$ cat src/hdl/microPkg.sv
// ~~~~~~~~~~~~~~~~~~~~~~~~~~~~~~~~~~~~~~~~~~~~~~~~~~~~~~~~~~
// Microword format, field encodings and fixed microaddresses
// shared by the control store, sequencer and ALU datapath
// ~~~~~~~~~~~~~~~~~~~~~~~~~~~~~~~~~~~~~~~~~~~~~~~~~~~~~~~~~~

package microPkg;

        localparam int dataW = 8;                       // Datapath word width
        localparam int opW = 4;                         // Opcode width

        localparam logic [7:0] addrIdle = 8'h0D;        // Wait for a command
        localparam logic [7:0] addrFetch = 8'h0E;       // Opcode dispatch
        localparam logic [7:0] addrWaitOut = 8'h0F;     // Shared wait for unknown opcodes

        localparam logic srcTemp = 1'b0;                // ALU input from temp register
        localparam logic srcInput = 1'b1;               // ALU input from operand register

        // Sequencer operations, reference BOP codes
        typedef enum logic [3:0] {
                seqIfZero    = 4'b0000,                 // Jump when ALU output is zero
                seqWaitCmd   = 4'b0100,                 // Hold until command accepted
                seqCount     = 4'b0110,                 // Next address
                seqIfNotZero = 4'b1000,                 // Jump when ALU output nonzero
                seqWaitOut   = 4'b1100,                 // Hold until result taken
                seqBranch    = 4'b1110,                 // Unconditional jump
                seqOpcode    = 4'b1111                  // Jump to opcode slot
        } branchOpE;

        // ALU functions, 181-style codes
        typedef enum logic [4:0] {
                funcOnes    = 5'b11100,                 // All ones
                funcZero    = 5'b10011,                 // All zeros
                funcAPlusB  = 5'b01001,                 // A plus B plus carry
                funcAMinusB = 5'b00110,                 // A plus not B plus carry
                funcAMinus1 = 5'b01111,                 // A minus 1 plus carry
                funcPassB   = 5'b11010                  // B straight through
        } aluFuncE;

        // Register write targets
        typedef enum logic [2:0] {
                destResult   = 3'b011,                  // Result register
                destBothTemp = 3'b100,                  // Temp A and temp B
                destTempB    = 3'b101,
                destTempA    = 3'b110,
                destNone     = 3'b111                   // No write
        } aluDestE;

        // One 24-bit microword, MSB first
        typedef struct packed {
                aluDestE    aluDest;                    // [23:21]
                logic       cin;                        // [20]
                aluFuncE    aluFunc;                    // [19:15]
                logic       bSource;                    // [14]
                logic       aSource;                    // [13]
                branchOpE   bop;                        // [12:9]
                logic       count;                      // [8] Step when not loading
                logic [7:0] nextAddr;                   // [7:0] Branch target
        } microWordT;

endpackage

$ cat src/hdl/controlStore.sv
// ~~~~~~~~~~~~~~~~~~~~~~~~~~~~~~~~~~~~~~~~~~~~~~~~~~~~~~~~~~
// Microcode table, 256 words of 24 bits, read combinationally
// Holds idle, fetch, add, subtract and multiply routines
// ~~~~~~~~~~~~~~~~~~~~~~~~~~~~~~~~~~~~~~~~~~~~~~~~~~~~~~~~~~
`timescale 1ns/1ps

module controlStore (
        input  logic [7:0]          microAddr,          // Current microaddress
        output microPkg::microWordT uWord               // Microword at that address
);
        import microPkg::*;

        always_comb begin
                // Quiet word, rows below override what they need
                uWord.aluDest = destNone;
                uWord.cin = 1'b0;                       // No carry
                uWord.aluFunc = funcOnes;
                uWord.bSource = srcInput;
                uWord.aSource = srcInput;
                uWord.bop = seqCount;
                uWord.count = 1'b1;                     // Count if no load
                uWord.nextAddr = 8'h00;

                case (microAddr)

                        // Idle and dispatch
                        addrIdle: begin
                                uWord.bop = seqWaitCmd;         // inReady high here
                                uWord.nextAddr = addrFetch;
                        end
                        addrFetch: begin
                                uWord.bop = seqOpcode;
                                uWord.nextAddr = 8'hF1;         // Low nibble gives slot X1
                        end
                        addrWaitOut: begin                      // Unknown opcode result
                                uWord.bop = seqWaitOut;
                                uWord.nextAddr = addrIdle;
                        end

                        // Opcode 3, ADD
                        8'h31: begin
                                uWord.aluDest = destResult;
                                uWord.aluFunc = funcAPlusB;     // Input A plus input B
                        end
                        8'h32: begin
                                uWord.bop = seqWaitOut;         // Hold until taken
                                uWord.nextAddr = addrIdle;
                        end

                        // Opcode 7, SUBTRACT
                        8'h71: begin
                                uWord.aluDest = destResult;
                                uWord.cin = 1'b1;               // Needed for two's complement
                                uWord.aluFunc = funcAMinusB;
                        end
                        8'h72: begin
                                uWord.bop = seqWaitOut;
                                uWord.nextAddr = addrIdle;
                        end

                        // Opcode 12, MULTIPLY by repeated addition
                        8'hC1: begin                            // Clear accumulator
                                uWord.aluDest = destTempB;
                                uWord.aluFunc = funcZero;
                        end
                        8'hC2: begin                            // Loop count from input B
                                uWord.aluDest = destTempA;
                                uWord.aluFunc = funcPassB;
                                uWord.bSource = srcInput;
                                uWord.bop = seqIfZero;          // B of zero skips the loop
                                uWord.nextAddr = 8'hC6;         // Result already cleared
                        end
                        8'hC3: begin                            // Accumulate input A
                                uWord.aluDest = destTempB;
                                uWord.aluFunc = funcAPlusB;
                                uWord.aSource = srcInput;
                                uWord.bSource = srcTemp;
                        end
                        8'hC4: begin                            // Step the loop count
                                uWord.aluDest = destTempA;
                                uWord.aluFunc = funcAMinus1;    // No carry so A minus 1
                                uWord.aSource = srcTemp;
                                uWord.bop = seqIfNotZero;
                                uWord.nextAddr = 8'hC3;         // Loop back
                        end
                        8'hC5: begin                            // Accumulator to result
                                uWord.aluDest = destResult;
                                uWord.aluFunc = funcPassB;
                                uWord.bSource = srcTemp;
                        end
                        8'hC6: begin
                                uWord.bop = seqWaitOut;
                                uWord.nextAddr = addrIdle;
                        end

                        // Every unused slot, unknown opcodes land here
                        default: begin
                                uWord.aluDest = destResult;
                                uWord.aluFunc = funcOnes;       // Returns FF
                                uWord.bop = seqBranch;
                                uWord.nextAddr = addrWaitOut;
                        end

                endcase
        end

endmodule

$ cat src/hdl/microSequencer.sv
// ~~~~~~~~~~~~~~~~~~~~~~~~~~~~~~~~~~~~~~~~~~~~~~~~~~~~~~~~~~
// Microprogram counter and next-address logic
// Also owns the opcode register and both handshake outputs
// ~~~~~~~~~~~~~~~~~~~~~~~~~~~~~~~~~~~~~~~~~~~~~~~~~~~~~~~~~~
`timescale 1ns/1ps

module microSequencer (
        input  logic                       clk,
        input  logic                       arstN,
        input  logic                       inValid,     // Host offers a command
        input  logic [microPkg::opW-1:0]   inOpcode,
        input  logic                       outReady,    // Host takes the result
        input  logic                       aluZero,     // From datapath
        input  microPkg::microWordT        uWord,
        output logic [7:0]                 microAddr,
        output logic                       inReady,
        output logic                       outValid,
        output logic                       cmdTake      // Loads operand registers
);
        import microPkg::*;

        logic [opW-1:0] opcodeReg;                      // Opcode of command in flight
        logic [7:0]     stepAddr;                       // Fall-through address
        logic [7:0]     nextMicroAddr;

        // Handshakes come straight from the current microword
        assign inReady = (uWord.bop == seqWaitCmd);
        assign outValid = (uWord.bop == seqWaitOut);
        assign cmdTake = inValid & inReady;

        assign stepAddr = uWord.count ? microAddr + 8'd1 : microAddr;

        always_comb begin
                case (uWord.bop)
                        seqCount:     nextMicroAddr = stepAddr;
                        seqBranch:    nextMicroAddr = uWord.nextAddr;
                        seqWaitCmd:   nextMicroAddr = cmdTake ? uWord.nextAddr : microAddr;
                        seqWaitOut:   nextMicroAddr = outReady ? uWord.nextAddr : microAddr;
                        seqIfZero:    nextMicroAddr = aluZero ? uWord.nextAddr : stepAddr;
                        seqIfNotZero: nextMicroAddr = aluZero ? stepAddr : uWord.nextAddr;
                        seqOpcode:    nextMicroAddr = {opcodeReg, uWord.nextAddr[3:0]};
                        default:      nextMicroAddr = addrIdle;      // Unused BOP codes
                endcase
        end

        always_ff @(posedge clk or negedge arstN) begin
                if (!arstN) begin
                        microAddr <= addrIdle;          // Wait for first command
                end else begin
                        microAddr <= nextMicroAddr;
                end
        end

        always_ff @(posedge clk or negedge arstN) begin
                if (!arstN) begin
                        opcodeReg <= '0;
                end else if (cmdTake) begin
                        opcodeReg <= inOpcode;          // Used at fetch
                end
        end

endmodule

$ cat src/hdl/aluDatapath.sv
// ~~~~~~~~~~~~~~~~~~~~~~~~~~~~~~~~~~~~~~~~~~~~~~~~~~~~~~~~~~
// Operand, temp and result registers around an 8-bit ALU
// Sources, function and write target come from the microword
// ~~~~~~~~~~~~~~~~~~~~~~~~~~~~~~~~~~~~~~~~~~~~~~~~~~~~~~~~~~
`timescale 1ns/1ps

module aluDatapath (
        input  logic                         clk,
        input  logic                         arstN,
        input  logic                         cmdTake,   // Command accepted this edge
        input  logic [microPkg::dataW-1:0]   inA,
        input  logic [microPkg::dataW-1:0]   inB,
        input  microPkg::microWordT          uWord,
        output logic                         aluZero,   // ALU output is zero
        output logic [microPkg::dataW-1:0]   outData
);
        import microPkg::*;

        logic [dataW-1:0] opA;                          // Operand registers
        logic [dataW-1:0] opB;
        logic [dataW-1:0] tempA;                        // Loop counter in multiply
        logic [dataW-1:0] tempB;                        // Accumulator in multiply
        logic [dataW-1:0] resultReg;
        logic [dataW-1:0] aluA;
        logic [dataW-1:0] aluB;
        logic [dataW-1:0] carryIn;
        logic [dataW-1:0] aluOut;

        // ALU input muxes
        assign aluA = (uWord.aSource == srcInput) ? opA : tempA;
        assign aluB = (uWord.bSource == srcInput) ? opB : tempB;
        assign carryIn = dataW'(uWord.cin);

        always_comb begin
                case (uWord.aluFunc)
                        funcOnes:    aluOut = '1;
                        funcZero:    aluOut = '0;
                        funcAPlusB:  aluOut = aluA + aluB + carryIn;
                        funcAMinusB: aluOut = aluA + ~aluB + carryIn;  // Carry makes it A-B
                        funcAMinus1: aluOut = aluA + '1 + carryIn;     // A-1 without carry
                        funcPassB:   aluOut = aluB;
                        default:     aluOut = '1;
                endcase
        end

        assign aluZero = (aluOut == '0);
        assign outData = resultReg;

        always_ff @(posedge clk or negedge arstN) begin
                if (!arstN) begin
                        opA <= '0;
                        opB <= '0;
                end else if (cmdTake) begin
                        opA <= inA;                     // Held for the whole command
                        opB <= inB;
                end
        end

        always_ff @(posedge clk or negedge arstN) begin
                if (!arstN) begin
                        tempA <= '0;
                        tempB <= '0;
                end else begin
                        case (uWord.aluDest)
                                destBothTemp: begin
                                        tempA <= aluOut;
                                        tempB <= aluOut;
                                end
                                destTempA: tempA <= aluOut;
                                destTempB: tempB <= aluOut;
                                default: ;              // Result or no write
                        endcase
                end
        end

        // Result starts at zero for each command, so multiply by zero
        // can go straight to the wait word
        always_ff @(posedge clk or negedge arstN) begin
                if (!arstN) begin
                        resultReg <= '0;
                end else if (cmdTake) begin
                        resultReg <= '0;
                end else if (uWord.aluDest == destResult) begin
                        resultReg <= aluOut;            // Wait words never write here
                end
        end

endmodule

$ cat src/hdl/microCpu.sv
// ~~~~~~~~~~~~~~~~~~~~~~~~~~~~~~~~~~~~~~~~~~~~~~~~~~~~~~~~~~
// Microprogrammed 8-bit arithmetic processor, top level
// One command in, one result out, valid/ready on both sides
// ~~~~~~~~~~~~~~~~~~~~~~~~~~~~~~~~~~~~~~~~~~~~~~~~~~~~~~~~~~
`timescale 1ns/1ps

module microCpu (
        input  logic                         clk,
        input  logic                         arstN,
        input  logic                         inValid,   // Command side
        input  logic [microPkg::opW-1:0]     inOpcode,
        input  logic [microPkg::dataW-1:0]   inA,
        input  logic [microPkg::dataW-1:0]   inB,
        output logic                         inReady,
        output logic                         outValid,  // Result side
        output logic [microPkg::dataW-1:0]   outData,
        input  logic                         outReady
);
        import microPkg::*;

        microWordT  uWord;                              // Shared by sequencer and datapath
        logic [7:0] microAddr;
        logic       cmdTake;
        logic       aluZero;

        controlStore uStore (
                .microAddr (microAddr),
                .uWord     (uWord)
        );

        microSequencer uSeq (
                .clk       (clk),
                .arstN     (arstN),
                .inValid   (inValid),
                .inOpcode  (inOpcode),
                .outReady  (outReady),
                .aluZero   (aluZero),
                .uWord     (uWord),
                .microAddr (microAddr),
                .inReady   (inReady),
                .outValid  (outValid),
                .cmdTake   (cmdTake)
        );

        aluDatapath uPath (
                .clk       (clk),
                .arstN     (arstN),
                .cmdTake   (cmdTake),
                .inA       (inA),
                .inB       (inB),
                .uWord     (uWord),
                .aluZero   (aluZero),
                .outData   (outData)
        );

endmodule

$ cat config.mk
export PLATFORM = sky130hd
export DESIGN_NAME = microCpu
export DESIGN_NICKNAME = d
export VERILOG_FILES = /design/src/hdl/microPkg.sv /design/src/hdl/controlStore.sv /design/src/hdl/microSequencer.sv /design/src/hdl/aluDatapath.sv /design/src/hdl/microCpu.sv
export SDC_FILE = /design/constraint.sdc
export NUM_CORES = 1
export LEC_CHECK = 0
export BUFFER_PORTS_ARGS = -buffer_cell sky130_fd_sc_hd__buf_2
export CAP_MARGIN = 20
export CORE_MARGIN = 1
export CORE_UTILIZATION = 43
export CTS_CLUSTER_SIZE = 16
export DETAILED_ROUTE_END_ITERATION = 8
export PLACE_DENSITY = 0.7
export SETUP_SLACK_MARGIN = 0.05
export SYNTH_ARGS = -nofsm -noshare
export SYNTH_HDL_FRONTEND = slang
export SYNTH_SLANG_ARGS = --single-unit
$ cat constraint.sdc
create_clock -name clk -period 11.65 [get_ports clk]
set_clock_uncertainty 0.15 [all_clocks]
set_input_delay 0.5825 -clock clk [delete_from_list [all_inputs] [get_ports clk]]
set_output_delay 0.5825 -clock clk [all_outputs]
set_load 0.05 [all_outputs]
# Word-level counts from Yosys, hierarchy flattened
# Cells that the tools add are included.
[op_classes] mux=15 n_addsub=7 eq_ne=30 reduce_logical=14 bitwise=2
[ops] op="$mux W8" count=8
[ops] op="$pmux W8 S7" count=1
[ops] op="$eq A8 B8 Y1 const B" count=6
[ops] op="$pmux W8 S6" count=1
[ops] op="$pmux W8 S5" count=1
[ops] op="$pmux W5 S5" count=1
[ops] op="$add A8 B1 Y8" count=3
[ops] op="$eq A8 B4 Y1 const B" count=3
[ops] op="$pmux W4 S6" count=1
[ops] op="$add A8 B8 Y8" count=2
[ops] op="$eq A4 B4 Y1 const B" count=4
[ops] op="$eq A8 B6 Y1 const B" count=2
[ops] op="$eq A8 B7 Y1 const B" count=2
[ops] op="$reduce_or A2 Y1" count=7
[ops] op="$eq A5 B4 Y1 const B" count=2
[ops] op="$eq A5 B5 Y1 const B" count=2
[ops] op="$eq A3 B3 Y1 const B" count=3
[ops] op="$pmux W3 S3" count=1
[ops] op="$add A8 B1 Y8 const B" count=1
[ops] op="$add A8 B8 Y8 const B" count=1
[ops] op="$eq A4 B3 Y1 const B" count=2
[ops] op="$logic_not A8 Y1" count=1
[ops] op="$not A8 Y8" count=1
[ops] op="$reduce_or A6 Y1" count=1
[ops] op="11 further kinds" count=11
[word_totals] reg_bits=52 inputBits=24

# Longest topological paths before layout
# Gate-level depths: netlist (run 1).
[depth] word_depth=10 mapped_depth=20

# Cells and area by module
# Synthesis (run 1) repeated with hierarchy kept, for this count alone.
[unflattened] hier_cells=447 hier_area_um2=4101.4
[by_module_without_submodules] module="aluDatapath" cells_per_inst=276 seq_area_each_um2=1001.0 n_inst=1 area_per_inst_um2=2775.2
[by_module_without_submodules] module="microSequencer" cells_per_inst=98 seq_area_each_um2=304.0 n_inst=1 area_per_inst_um2=878.3
[by_module_without_submodules] module="controlStore" cells_per_inst=73 seq_area_each_um2=0.0 n_inst=1 area_per_inst_um2=447.9

# Worst setup path after synthesis (run 1)
# Ideal clock, no wire load.
[synth_timing] path_kind="flip-flop to flip-flop" from="register uSeq.microAddr[0]" to="register uSeq.microAddr[0]" synth_period_minus_slack_ns=4.786 path_stages_with_launch=19 path_slack_ns=6.864 arrival_ns=4.553 path_cell_list="dfstp_2 ha_1 buf_6 mux2i_2 nor3_2 mux2_2 ha_1 inv_1 ha_1 or2_2 inv_1 fa_1 xnor2_1 o32ai_1 a211o_2 or4_4 nor4_4 nand4_1 a221o_1"
[synth_via] elab_chain_len=10 word_cells_on_any_way=55 cone_classes="add/sub: 7; eq/ne: 26; mux: 12; bitwise: 2; reduce/logical: 8"
[synth_lines] element="from (decl)" line_no="microSequencer.sv:15" rtl="output logic [7:0] microAddr,"
[synth_lines] element="from (signal assigned)" line_no="microSequencer.sv:48" rtl="microAddr <= addrIdle;"
[synth_lines] element="from (signal assigned)" line_no="microSequencer.sv:50" rtl="microAddr <= nextMicroAddr;"
[synth_lines] element="$eq A8 B8 Y1" line_no="controlStore.sv:24" rtl="case (microAddr)"
[synth_lines] element="$reduce_or A2 Y1 (no source line)"
[synth_lines] element="$mux W8" line_no="aluDatapath.sv:31" rtl="assign aluB = (uWord.bSource == srcInput) ? opB : tempB;"
[synth_lines] element="$not A8 Y8" line_no="aluDatapath.sv:39" rtl="funcAMinusB: aluOut = aluA + ~aluB + carryIn;"
[synth_lines] element="$add A8 B8 Y8" line_no="aluDatapath.sv:39"
[synth_lines] element="$add A8 B1 Y8" line_no="aluDatapath.sv:39"
[synth_lines] element="$pmux W8 S5" line_no="aluDatapath.sv:35" rtl="case (uWord.aluFunc)"
[synth_lines] element="$logic_not A8 Y1" line_no="aluDatapath.sv:46" rtl="assign aluZero = (aluOut == '0);"
[synth_lines] element="$mux W8, on equally long branches" line_no="microSequencer.sv:40, microSequencer.sv:39"
[synth_lines] element="$pmux W8 S7" line_no="microSequencer.sv:34" rtl="case (uWord.bop)"
# Parallel ways exist; a longest one is shown, timed or not. The select of a mux whose other input is x is not followed.
# A chain may end at the register's enable or synchronous reset.

# Worst setup path after layout (run 1)
# Ends and elaborated chain as after synthesis.

==> results of run 1 <==
worst reg2reg max path, delay by kind of cell (launching register included):
| kind | cells | cell delay, ns |
|---|---|---|
| adder cells (fa/ha/maj) | 4 | 1.31 |
| multiplexers | 2 | 0.78 |
| XOR/XNOR | 1 | 0.21 |
| AND/OR/NAND/NOR | 5 | 1.62 |
| AO/OA/AOI/OAI | 3 | 0.75 |
| flip-flops | 1 | 0.60 |
| buffers and inverters | 2 | 0.10 |
synth_stat cells (4+ instances only):
| cell | n |
|---|---|
| sky130_fd_sc_hd__buf_2 | 6 |
| sky130_fd_sc_hd__or3_1 | 5 |
| sky130_fd_sc_hd__dfrtp_1 | 49 |
| sky130_fd_sc_hd__a21oi_1 | 20 |
| sky130_fd_sc_hd__a221o_1 | 5 |
| sky130_fd_sc_hd__and3_1 | 4 |
| sky130_fd_sc_hd__mux2_2 | 35 |
| sky130_fd_sc_hd__a31oi_1 | 6 |
| sky130_fd_sc_hd__clkbuf_1 | 6 |
| sky130_fd_sc_hd__o21ai_0 | 30 |
| sky130_fd_sc_hd__nand3_1 | 11 |
| sky130_fd_sc_hd__inv_1 | 26 |
| sky130_fd_sc_hd__xnor2_1 | 9 |
| sky130_fd_sc_hd__nand2_1 | 29 |
| sky130_fd_sc_hd__buf_6 | 4 |
| sky130_fd_sc_hd__nor3_1 | 10 |
| sky130_fd_sc_hd__a211oi_1 | 5 |
| sky130_fd_sc_hd__mux2i_1 | 10 |
| sky130_fd_sc_hd__o22ai_1 | 4 |
| sky130_fd_sc_hd__nor2_1 | 33 |
| sky130_fd_sc_hd__ha_1 | 22 |
layout make-up:
class,count,area [um^2]
flip-flops and latches,52,1310
inverters,26,97.6
multi-input cells,328,2490
well taps,108,135
clock buffers,5,68.8
repair buffers,36,203
fillers,824,4560
clock inverters,3,33.8
metal layers:
metal,vias up,track usage,part of all wire
met5,-,0,0
met2,152,0.337,0.45
met3,19,0.0227,0.060
met4,0,0.0861,0.022
li1,1608,-,-
met1,1640,0.324,0.47
cell usage in the layout (no fill, tap or decap), types with 4 or more instances in the layout:
cell	Yosys	final
sky130_fd_sc_hd__dfrtp_1	49	49
sky130_fd_sc_hd__mux2_2	35	35
sky130_fd_sc_hd__nor2_1	33	33
sky130_fd_sc_hd__buf_2	6	33
sky130_fd_sc_hd__o21ai_0	30	30
sky130_fd_sc_hd__nand2_1	29	29
sky130_fd_sc_hd__inv_1	26	26
sky130_fd_sc_hd__ha_1	22	22
sky130_fd_sc_hd__a21oi_1	20	20
sky130_fd_sc_hd__nand3_1	11	11
sky130_fd_sc_hd__mux2i_1	10	10
sky130_fd_sc_hd__nor3_1	10	10
sky130_fd_sc_hd__xnor2_1	9	9
sky130_fd_sc_hd__a31oi_1	6	6
sky130_fd_sc_hd__or3_1	5	5
sky130_fd_sc_hd__a211oi_1	5	5
sky130_fd_sc_hd__a221o_1	5	5
sky130_fd_sc_hd__clkbuf_8	2	5
sky130_fd_sc_hd__and3_1	4	4
sky130_fd_sc_hd__o22ai_1	4	4
logic make-up after synthesis:
family / after synthesis / synth area share
compound gates: 112 / 0.195
fa+ha+maj: 25 / 0.0809
buf+inv: 44 / 0.0554
flops: 52 / 0.325
simple gates: 133 / 0.191
mux: 46 / 0.126
xor+xnor: 12 / 0.0262
repair_timing:
action / 4_1_cts / 5_1_grt
hold buffers: 0 / 1
endpoints found under the hold margin: 0 / 10
gates resized for setup: 0 / 0
registers in the layout, indices dropped and copies added (netlist names):
name / count
uPath.tempB: 8
uSeq.opcodeReg: 4
uPath.tempA: 8
uSeq.microAddr: 8
uPath.opA: 8
uPath.outData: 8
uPath.opB: 8
worst max-delay path by stage:
stage,end,slack [ns],depth (start not counted)
3_5_place_dp,uSeq.microAddr[0]$_DFFE_PN1P_,6.10,17
4_1_cts,uSeq.microAddr[0]$_DFFE_PN1P_,6.05,17
6_report,uSeq.microAddr[0]$_DFFE_PN1P_,6.05,17
3_3_place_gp,uSeq.microAddr[0]$_DFFE_PN1P_,6.33,17
2_1_floorplan,uSeq.microAddr[0]$_DFFE_PN1P_,6.86,18
5_1_grt,uSeq.microAddr[0]$_DFFE_PN1P_,5.78,17
stage by stage:
stage,hold slack [ns],area (um^2),instances,util
after floorplan,0.137,4020,424,-
after global placement,0.328,4200,548,0.473
after detailed placement,0.340,4200,548,0.473
after CTS,0.329,4300,556,0.484
after global routing,0.329,4330,558,0.487
final,0.334,4330,558,0.487
report_power, final:
| part | switching (mW) | leakage (nW) | total [mW] | internal, mW |
|---|---|---|---|---|
| clock network | 0.0693 | 0.0515 | 0.115 | 0.0454 |
| registers | 0.0607 | 0.639 | 0.307 | 0.246 |
| logic | 0.474 | 1.20 | 0.797 | 0.323 |
==> metrics list, run 1 <==
- The largest total area in the synthesized netlist belongs to sky130_fd_sc_hd__dfrtp_1.
- Cell type group with the largest total delay on the critical path: simple AND/OR/NAND/NOR gates
* Slowest-stage cell, CP: sky130_fd_sc_hd__dfstp_2
- The first routing iteration left 370 violations.
* Internal reg-to-reg setup slack: 6.05 ns
- Clock tree from TritonCTS: yes
* Placement-stage worst setup slack: 6.10 ns
* PwrDens: 281 nW/um^2
- CTS H-Tree Depth: 2
* Synth cell types: 82
- Kind of capture point of the worst setup path: flop
* Ordered list of cells on the worst path: ha_1, mux2i_2, nor3_2, mux2_2, ha_1, inv_1, ha_1, or2_2, inv_1, fa_1, xnor2_1, o32ai_1, a211o_2, or4_4, nor4_4, nand4_1, a221o_1
* Row count: 34
* Result of the run: finished, final reports clean
- In the final layout, the share of cells above drive strength 1 is 0.256.
- Number of synthesized flops with an enable pin: 0
* Startpoint of the tightest hold check path: inB[3]
- Count of antenna diodes in the layout: 0
- Top cells by area, synth: sky130_fd_sc_hd__dfrtp_1, sky130_fd_sc_hd__mux2_2, sky130_fd_sc_hd__ha_1, sky130_fd_sc_hd__o21ai_0, sky130_fd_sc_hd__nor2_1
- Summing internal, switching and leakage power gives 1.22 mW.
- Counting cells, the worst reg-to-reg path comes to 17.
- Counting I/O delays and the setup requirement, the final critical path takes 5.60 ns.
* Top-Level Pins: 34
* Static leakage power: 1.89 nW
- Setup WS post-layout: 6.05 ns
* GRT overflow: 0
- Of the post-synthesis cell area, the dominant cell type holds 0.305.
- Across all layers, the routed design uses 3,419 vias.
- Clock insertion delay at the later pin of the skew report: 0.32 ns
* Nets: 497
- The max-slew violation total from the final report was 0.
- Via/cell ratio: 6.13
* Worst Path Max Fanout: 16
- The initial utilization of the core area, before any placement, comes to 0.452.
- For this run, the number of Yosys warnings is 0.
- Register clock-pin slew on the reported worst setup and hold paths: 0.11 ns
- The number of global-route vias before repair came to 3,250.
* Clock root buffer master: sky130_fd_sc_hd__clkbuf_8
* Buffers from clock root to sink, at most: 2
- Detailed placer's ending HPWL: 7.95 mm
- Die boundary width: 98.7 um
* Critical path launch point type: flop
- Sink count of the clock tree: 52
- The startpoint identified for the worst register-to-register timing path is uSeq.microAddr[0]$_DFFE_PN1P_.
- Post-CTS timing repair inserted 0 buffers for setup.
- Synthesis-stage register bit count: 52
- Final number of setup-violating endpoints: 0
* Kind of critical path: flop to flop
- Headroom to the max-slew limit came out at 0.534.
* Remaining routing DRC violations: 0
- Final clock period utilization by the worst path: 0.480
- Post-synthesis average cell area: 9.48 um^2
- DR pass1 iterations: 5
- Of all flip-flops after synthesis, the portion carrying an async set or reset was 1.00.
* Area Growth Syn to Fin: 7.85%
- Total routing usage reported by global routing: 0.221
- The worst hold path was traced through 2 stages.
* Fraction of the yosys area taken by sequential cells: 0.325
* Detailed-route wire length per cell: 18.5 um
- In this run the worst setup path begins at uSeq.microAddr[0]$_DFFE_PN1P_.
- R2R Path End: uSeq.microAddr[0]$_DFFE_PN1P_
- Top FF cell, synth: sky130_fd_sc_hd__dfrtp_1
* Height of the chip: 98.7 um
* CTS buffer count: 5
- Number of cells produced by synthesis: 424
- Count of antenna-violating nets left after detailed routing: 0
- Area of the placeable core: 8890 um^2
- Entering global routing, the biggest net connects 53 pins.
- The congestion estimate from routability-driven global placement came to 0.909.
- Summing every instance area after synthesis gives 4020 um^2.
* Final sum of negative setup slack: 0 ns
- For this run, the slowest stage of the critical path takes 0.60 ns.
* Final hold violations: 0
* Count of input and output buffers: 33
* Bufs and invs on worst path: 2
- The floorplan step defined a die boundary enclosing 9740 um^2.
- Arrival time at the worst endpoint: 5.70 ns
* Antenna violations before repair: 0
- Setup repair after global routing left no endpoint under its margin.
* Routed wire length: 10.3 mm
- Achievable Freq: 179 MHz
- Max-cap violations in this run came to 0.
- Nets in the synthesized netlist: 472
- Highest ir drop seen on vdd: 0.173 mV
- Global-route wire length before repair: 16.9 mm
* Endpoint with the worst hold slack: uPath.opB[3]$_DFFE_PN0P_
* Dominant cell type by count on the critical path: sky130_fd_sc_hd__ha_1
* Transition time of the tightest slew-check pin: 0.698 ns
- Hold Path Class: input port to flop
- Required @ worst endpoint: 11.75 ns
No activity file was read; power rests on OpenSTA's default activity.
==> inputs of run 2 (changes only) <==
- clock period: 11.65 -> 5.4 ns (I/O delays scaled with it)
==> run 2 against run 1 <==
Compared with the run above:
- critical path depth rose by 2
- non-clock buffer count rose by 7
- hold slack worse by 0.30 ns
- clock-buffer cell count stayed put
- via count shrank 0.53%
- sequential share of layout area down 0.39 points
- final cell count grew 1.3%
- largest cell class unchanged
==> metrics list, run 2 (synthesis results as in run 1) <==
- The count of standard-cell rows is 34 (unchanged).
- The clock slew seen by the registers of the worst setup and hold paths is 0.11 ns (about the same).
- The overall die height is 98.7 um (unchanged).
- Final sum of negative setup slack: 0 ns (unchanged)
- Number of DRC markers after the initial detailed-route iteration: 320 (-14%)
- Antenna violations before repair: 0 (unchanged)
- Leaving out fill and tap cells, the most frequent cells in the layout are sky130_fd_sc_hd__dfrtp_1, sky130_fd_sc_hd__mux2_2, sky130_fd_sc_hd__nor2_1, sky130_fd_sc_hd__buf_2, sky130_fd_sc_hd__o21ai_0.
* Kind of critical path: flop to flop
- TritonCTS built the clock tree.
- The number of hold buffers added after CTS was 1 (+1).
- Area Growth Syn to Fin: 9.25%
* Routed wire length: 10.1 mm (-2.0%)
- The placed wire-length estimate is 7.86 mm (-1.1%).
- Static leakage power: 1.93 nW (+2.1%)
- The maximum VDD drop is 0.284 mV (+64%).
* Final hold violations: 0 (unchanged)
- CTS H-Tree Depth: 2 (unchanged)
* PwrDens: 611 nW/um^2 (+120%)
* Slowest cell delay on critical path: 0.45 ns (-0.15 ns)
- Via count: 3,401 (-0.53%)
- The clock latency on the worst-skew pair came to 0.31 ns (about the same).
- Maximum number of pins on one net before global-route repair: 53 (unchanged)
- The number of port buffers is 33 (unchanged).
* Arrival time at the worst endpoint: 5.09 ns (-0.61 ns)
- Cell type group with the largest total delay on the critical path: compound AO/OA/AOI/OAI gates
- The length of the first detailed-routing pass in iterations came to 5 (unchanged).
- Hold Path Class: input port to flop
- The maximum buffer depth of the clock tree came to 2 (unchanged).
- The routability congestion estimate from global placement came to 0.923 (+1.6%).
* Detailed-route wire length per cell: 17.9 um (-3.2%)
* Resized Gates After CTS: 0 (unchanged)
- GRT overflow: 0 (unchanged)
- Kind of capture point of the worst setup path: flop
- Leaving out fill and tap cells, the most frequent cell in the layout is sky130_fd_sc_hd__dfrtp_1.
* Transition time of the tightest slew-check pin: 0.758 ns (+0.0601 ns)
- The initial core utilization was 0.452 (unchanged).
* Bufs and invs on worst path: 3 (+1)
- Critical path launch point type: flop
* RSZ-0062 raised after global routing: no
- The register-to-register setup slack was 0.41 ns (-5.64 ns).
* Total Power Consumption: 2.68 mW (+120%)
* Final number of setup-violating endpoints: 0 (unchanged)
* Total non-filler cell area in the finished layout: 4390 um^2 (+1.3%)
- The final net count is 504 (+1.4%).
* Die boundary width: 98.7 um (unchanged)
- The area taken by multi-input logic gates is 2490 um^2 (unchanged).
- CTS buffer count: 5 (unchanged)
- The first-pass GRT wire length came to 16.6 mm (-1.7%).
* Remaining routing DRC violations: 0 (unchanged)
- The total die area was 9740 um^2 (unchanged).
- Placed instance area: 4260 um^2 (+1.4%)
- Setup fix buffers added after clock tree synthesis: 0 (unchanged)
* Layout cell share with drive strength beyond 1: 0.267 (+0.0114)
- The count of boundary I/O pins was 34 (unchanged).
* Total count of max-transition violations in the final report: 0 (unchanged)
- The number of global-route vias before repair is 3,150 (-3.1%).
- The minimum period implied by the final worst setup slack was 4.99 ns (-0.609 ns).
- Clock root buffer master: sky130_fd_sc_hd__clkbuf_8
- Ordered list of cells on the worst path: inv_1, ha_1, nand3b_1, nor2_1, mux2_2, ha_1, inv_1, ha_1, or2_2, inv_1, fa_1, o21bai_1, a21oi_1, o31ai_1, o221a_2, o21ai_0, nor4_4, nand4_1, a221o_1
* Filler cells: 799 (-3.0%)
- Result of the run: finished, final reports clean
* Achievable Freq: 200 MHz (+12%)
- The worst slew margin relative to its limit came to 0.493 (-0.0401).
* Area taken by flip-flops and latches: 1310 um^2 (unchanged)
- Count of antenna-violating nets left after detailed routing: 0 (unchanged)
- Area of the placeable core: 8890 um^2 (unchanged)
- The number of maximum-capacitance constraint violations came to 0 (unchanged).
- The overall track demand over capacity in global routing is 0.214 (-0.00762).
- Final clock period utilization by the worst path: 0.924 (+0.443)
* Count of antenna diodes in the layout: 0 (unchanged)
* Worst Path Max Fanout: 8 (-8)
- The total clock sinks came to 52 (unchanged).
- Required @ worst endpoint: 5.50 ns (-6.25 ns)
* Via/cell ratio: 6.02 (-1.8%)
- Slowest-stage cell, CP: sky130_fd_sc_hd__nor2_1
## run 2: cell count changes in the layout (fill, tap and decap cells not counted)
cell / before / now
sky130_fd_sc_hd__clkinv_8: 1 / 0
sky130_fd_sc_hd__clkinv_4: 1 / 0
sky130_fd_sc_hd__buf_12: 1 / 0
sky130_fd_sc_hd__buf_4: 1 / 9
sky130_fd_sc_hd__bufinv_16: 0 / 1
sky130_fd_sc_hd__inv_8: 0 / 1
## run 2: final timing paths
kind	endpoint	start	cells after the start
min in group asynchronous	uPath.outData[2]$_DFFE_PN0P_	arstN	3
worst max register to register	uSeq.microAddr[0]$_DFFE_PN1P_	uSeq.microAddr[0]$_DFFE_PN1P_	19
worst min-delay path	uPath.opB[2]$_DFFE_PN0P_	inB[2]	2
worst min register to register	uPath.outData[2]$_DFFE_PN0P_	uPath.outData[2]$_DFFE_PN0P_	2
max in group asynchronous	uSeq.opcodeReg[1]$_DFFE_PN0P_	arstN	3
worst max-delay path	uSeq.microAddr[0]$_DFFE_PN1P_	uSeq.microAddr[0]$_DFFE_PN1P_	19
## run 2: cell type report
| cell class | count | area share |
|---|---|---|
| Clock buffer | 5 | 0.0157 |
| Clock inverter | 3 | 0.0114 |
| Inverter | 26 | 0.0222 |
| Multi-Input combinational cell | 328 | 0.567 |
| Sequential cell | 52 | 0.297 |
| Tap cell | 108 | 0.0308 |
| Timing Repair Buffer | 43 | 0.0553 |
## run 2: worst reg2reg max path: stages, from the launching register on
cell and delay [ns]:
sky130_fd_sc_hd__dfstp_2 0.42, sky130_fd_sc_hd__inv_1 0.13, sky130_fd_sc_hd__ha_1 0.31, sky130_fd_sc_hd__nand3b_1 0.14, sky130_fd_sc_hd__nor2_1 0.45, sky130_fd_sc_hd__mux2_2 0.40, sky130_fd_sc_hd__ha_1 0.27, sky130_fd_sc_hd__inv_1 0.06
sky130_fd_sc_hd__ha_1 0.13, sky130_fd_sc_hd__or2_2 0.12, sky130_fd_sc_hd__inv_1 0.05, sky130_fd_sc_hd__fa_1 0.40, sky130_fd_sc_hd__o21bai_1 0.17, sky130_fd_sc_hd__a21oi_1 0.12, sky130_fd_sc_hd__o31ai_1 0.28, sky130_fd_sc_hd__o221a_2 0.24
sky130_fd_sc_hd__o21ai_0 0.19, sky130_fd_sc_hd__nor4_4 0.44, sky130_fd_sc_hd__nand4_1 0.14, sky130_fd_sc_hd__a221o_1 0.30
## run 2: routing by layer
metal	track usage	share of wire	up-vias
met2	0.324	0.45	113
li1	-	-	1621
met4	0.0494	0.011	0
met1	0.323	0.49	1654
met5	0	0	-
met3	0.0277	0.051	13
## run 2: power by group
| part | internal, mW | switching [mW] |
|---|---|---|
| Combinational | 0.719 | 1.03 |
| Clock | 0.143 | 0.144 |
| Sequential | 0.531 | 0.114 |
| Total | 1.39 | 1.29 |
## run 2: per-stage QoR
stage / hold WS [ns] / setup slack [ns] / utilization / cells
2_1_floorplan: -0.176 / 0.614 / - / 424
3_3_place_gp: 0.267 / 0.738 / 0.479 / 556
3_5_place_dp: 0.277 / 0.546 / 0.479 / 556
4_1_cts: 0.0271 / 0.497 / 0.494 / 565
5_1_grt: 0.0193 / 0.107 / 0.494 / 565
6_report: 0.0319 / 0.412 / 0.494 / 565
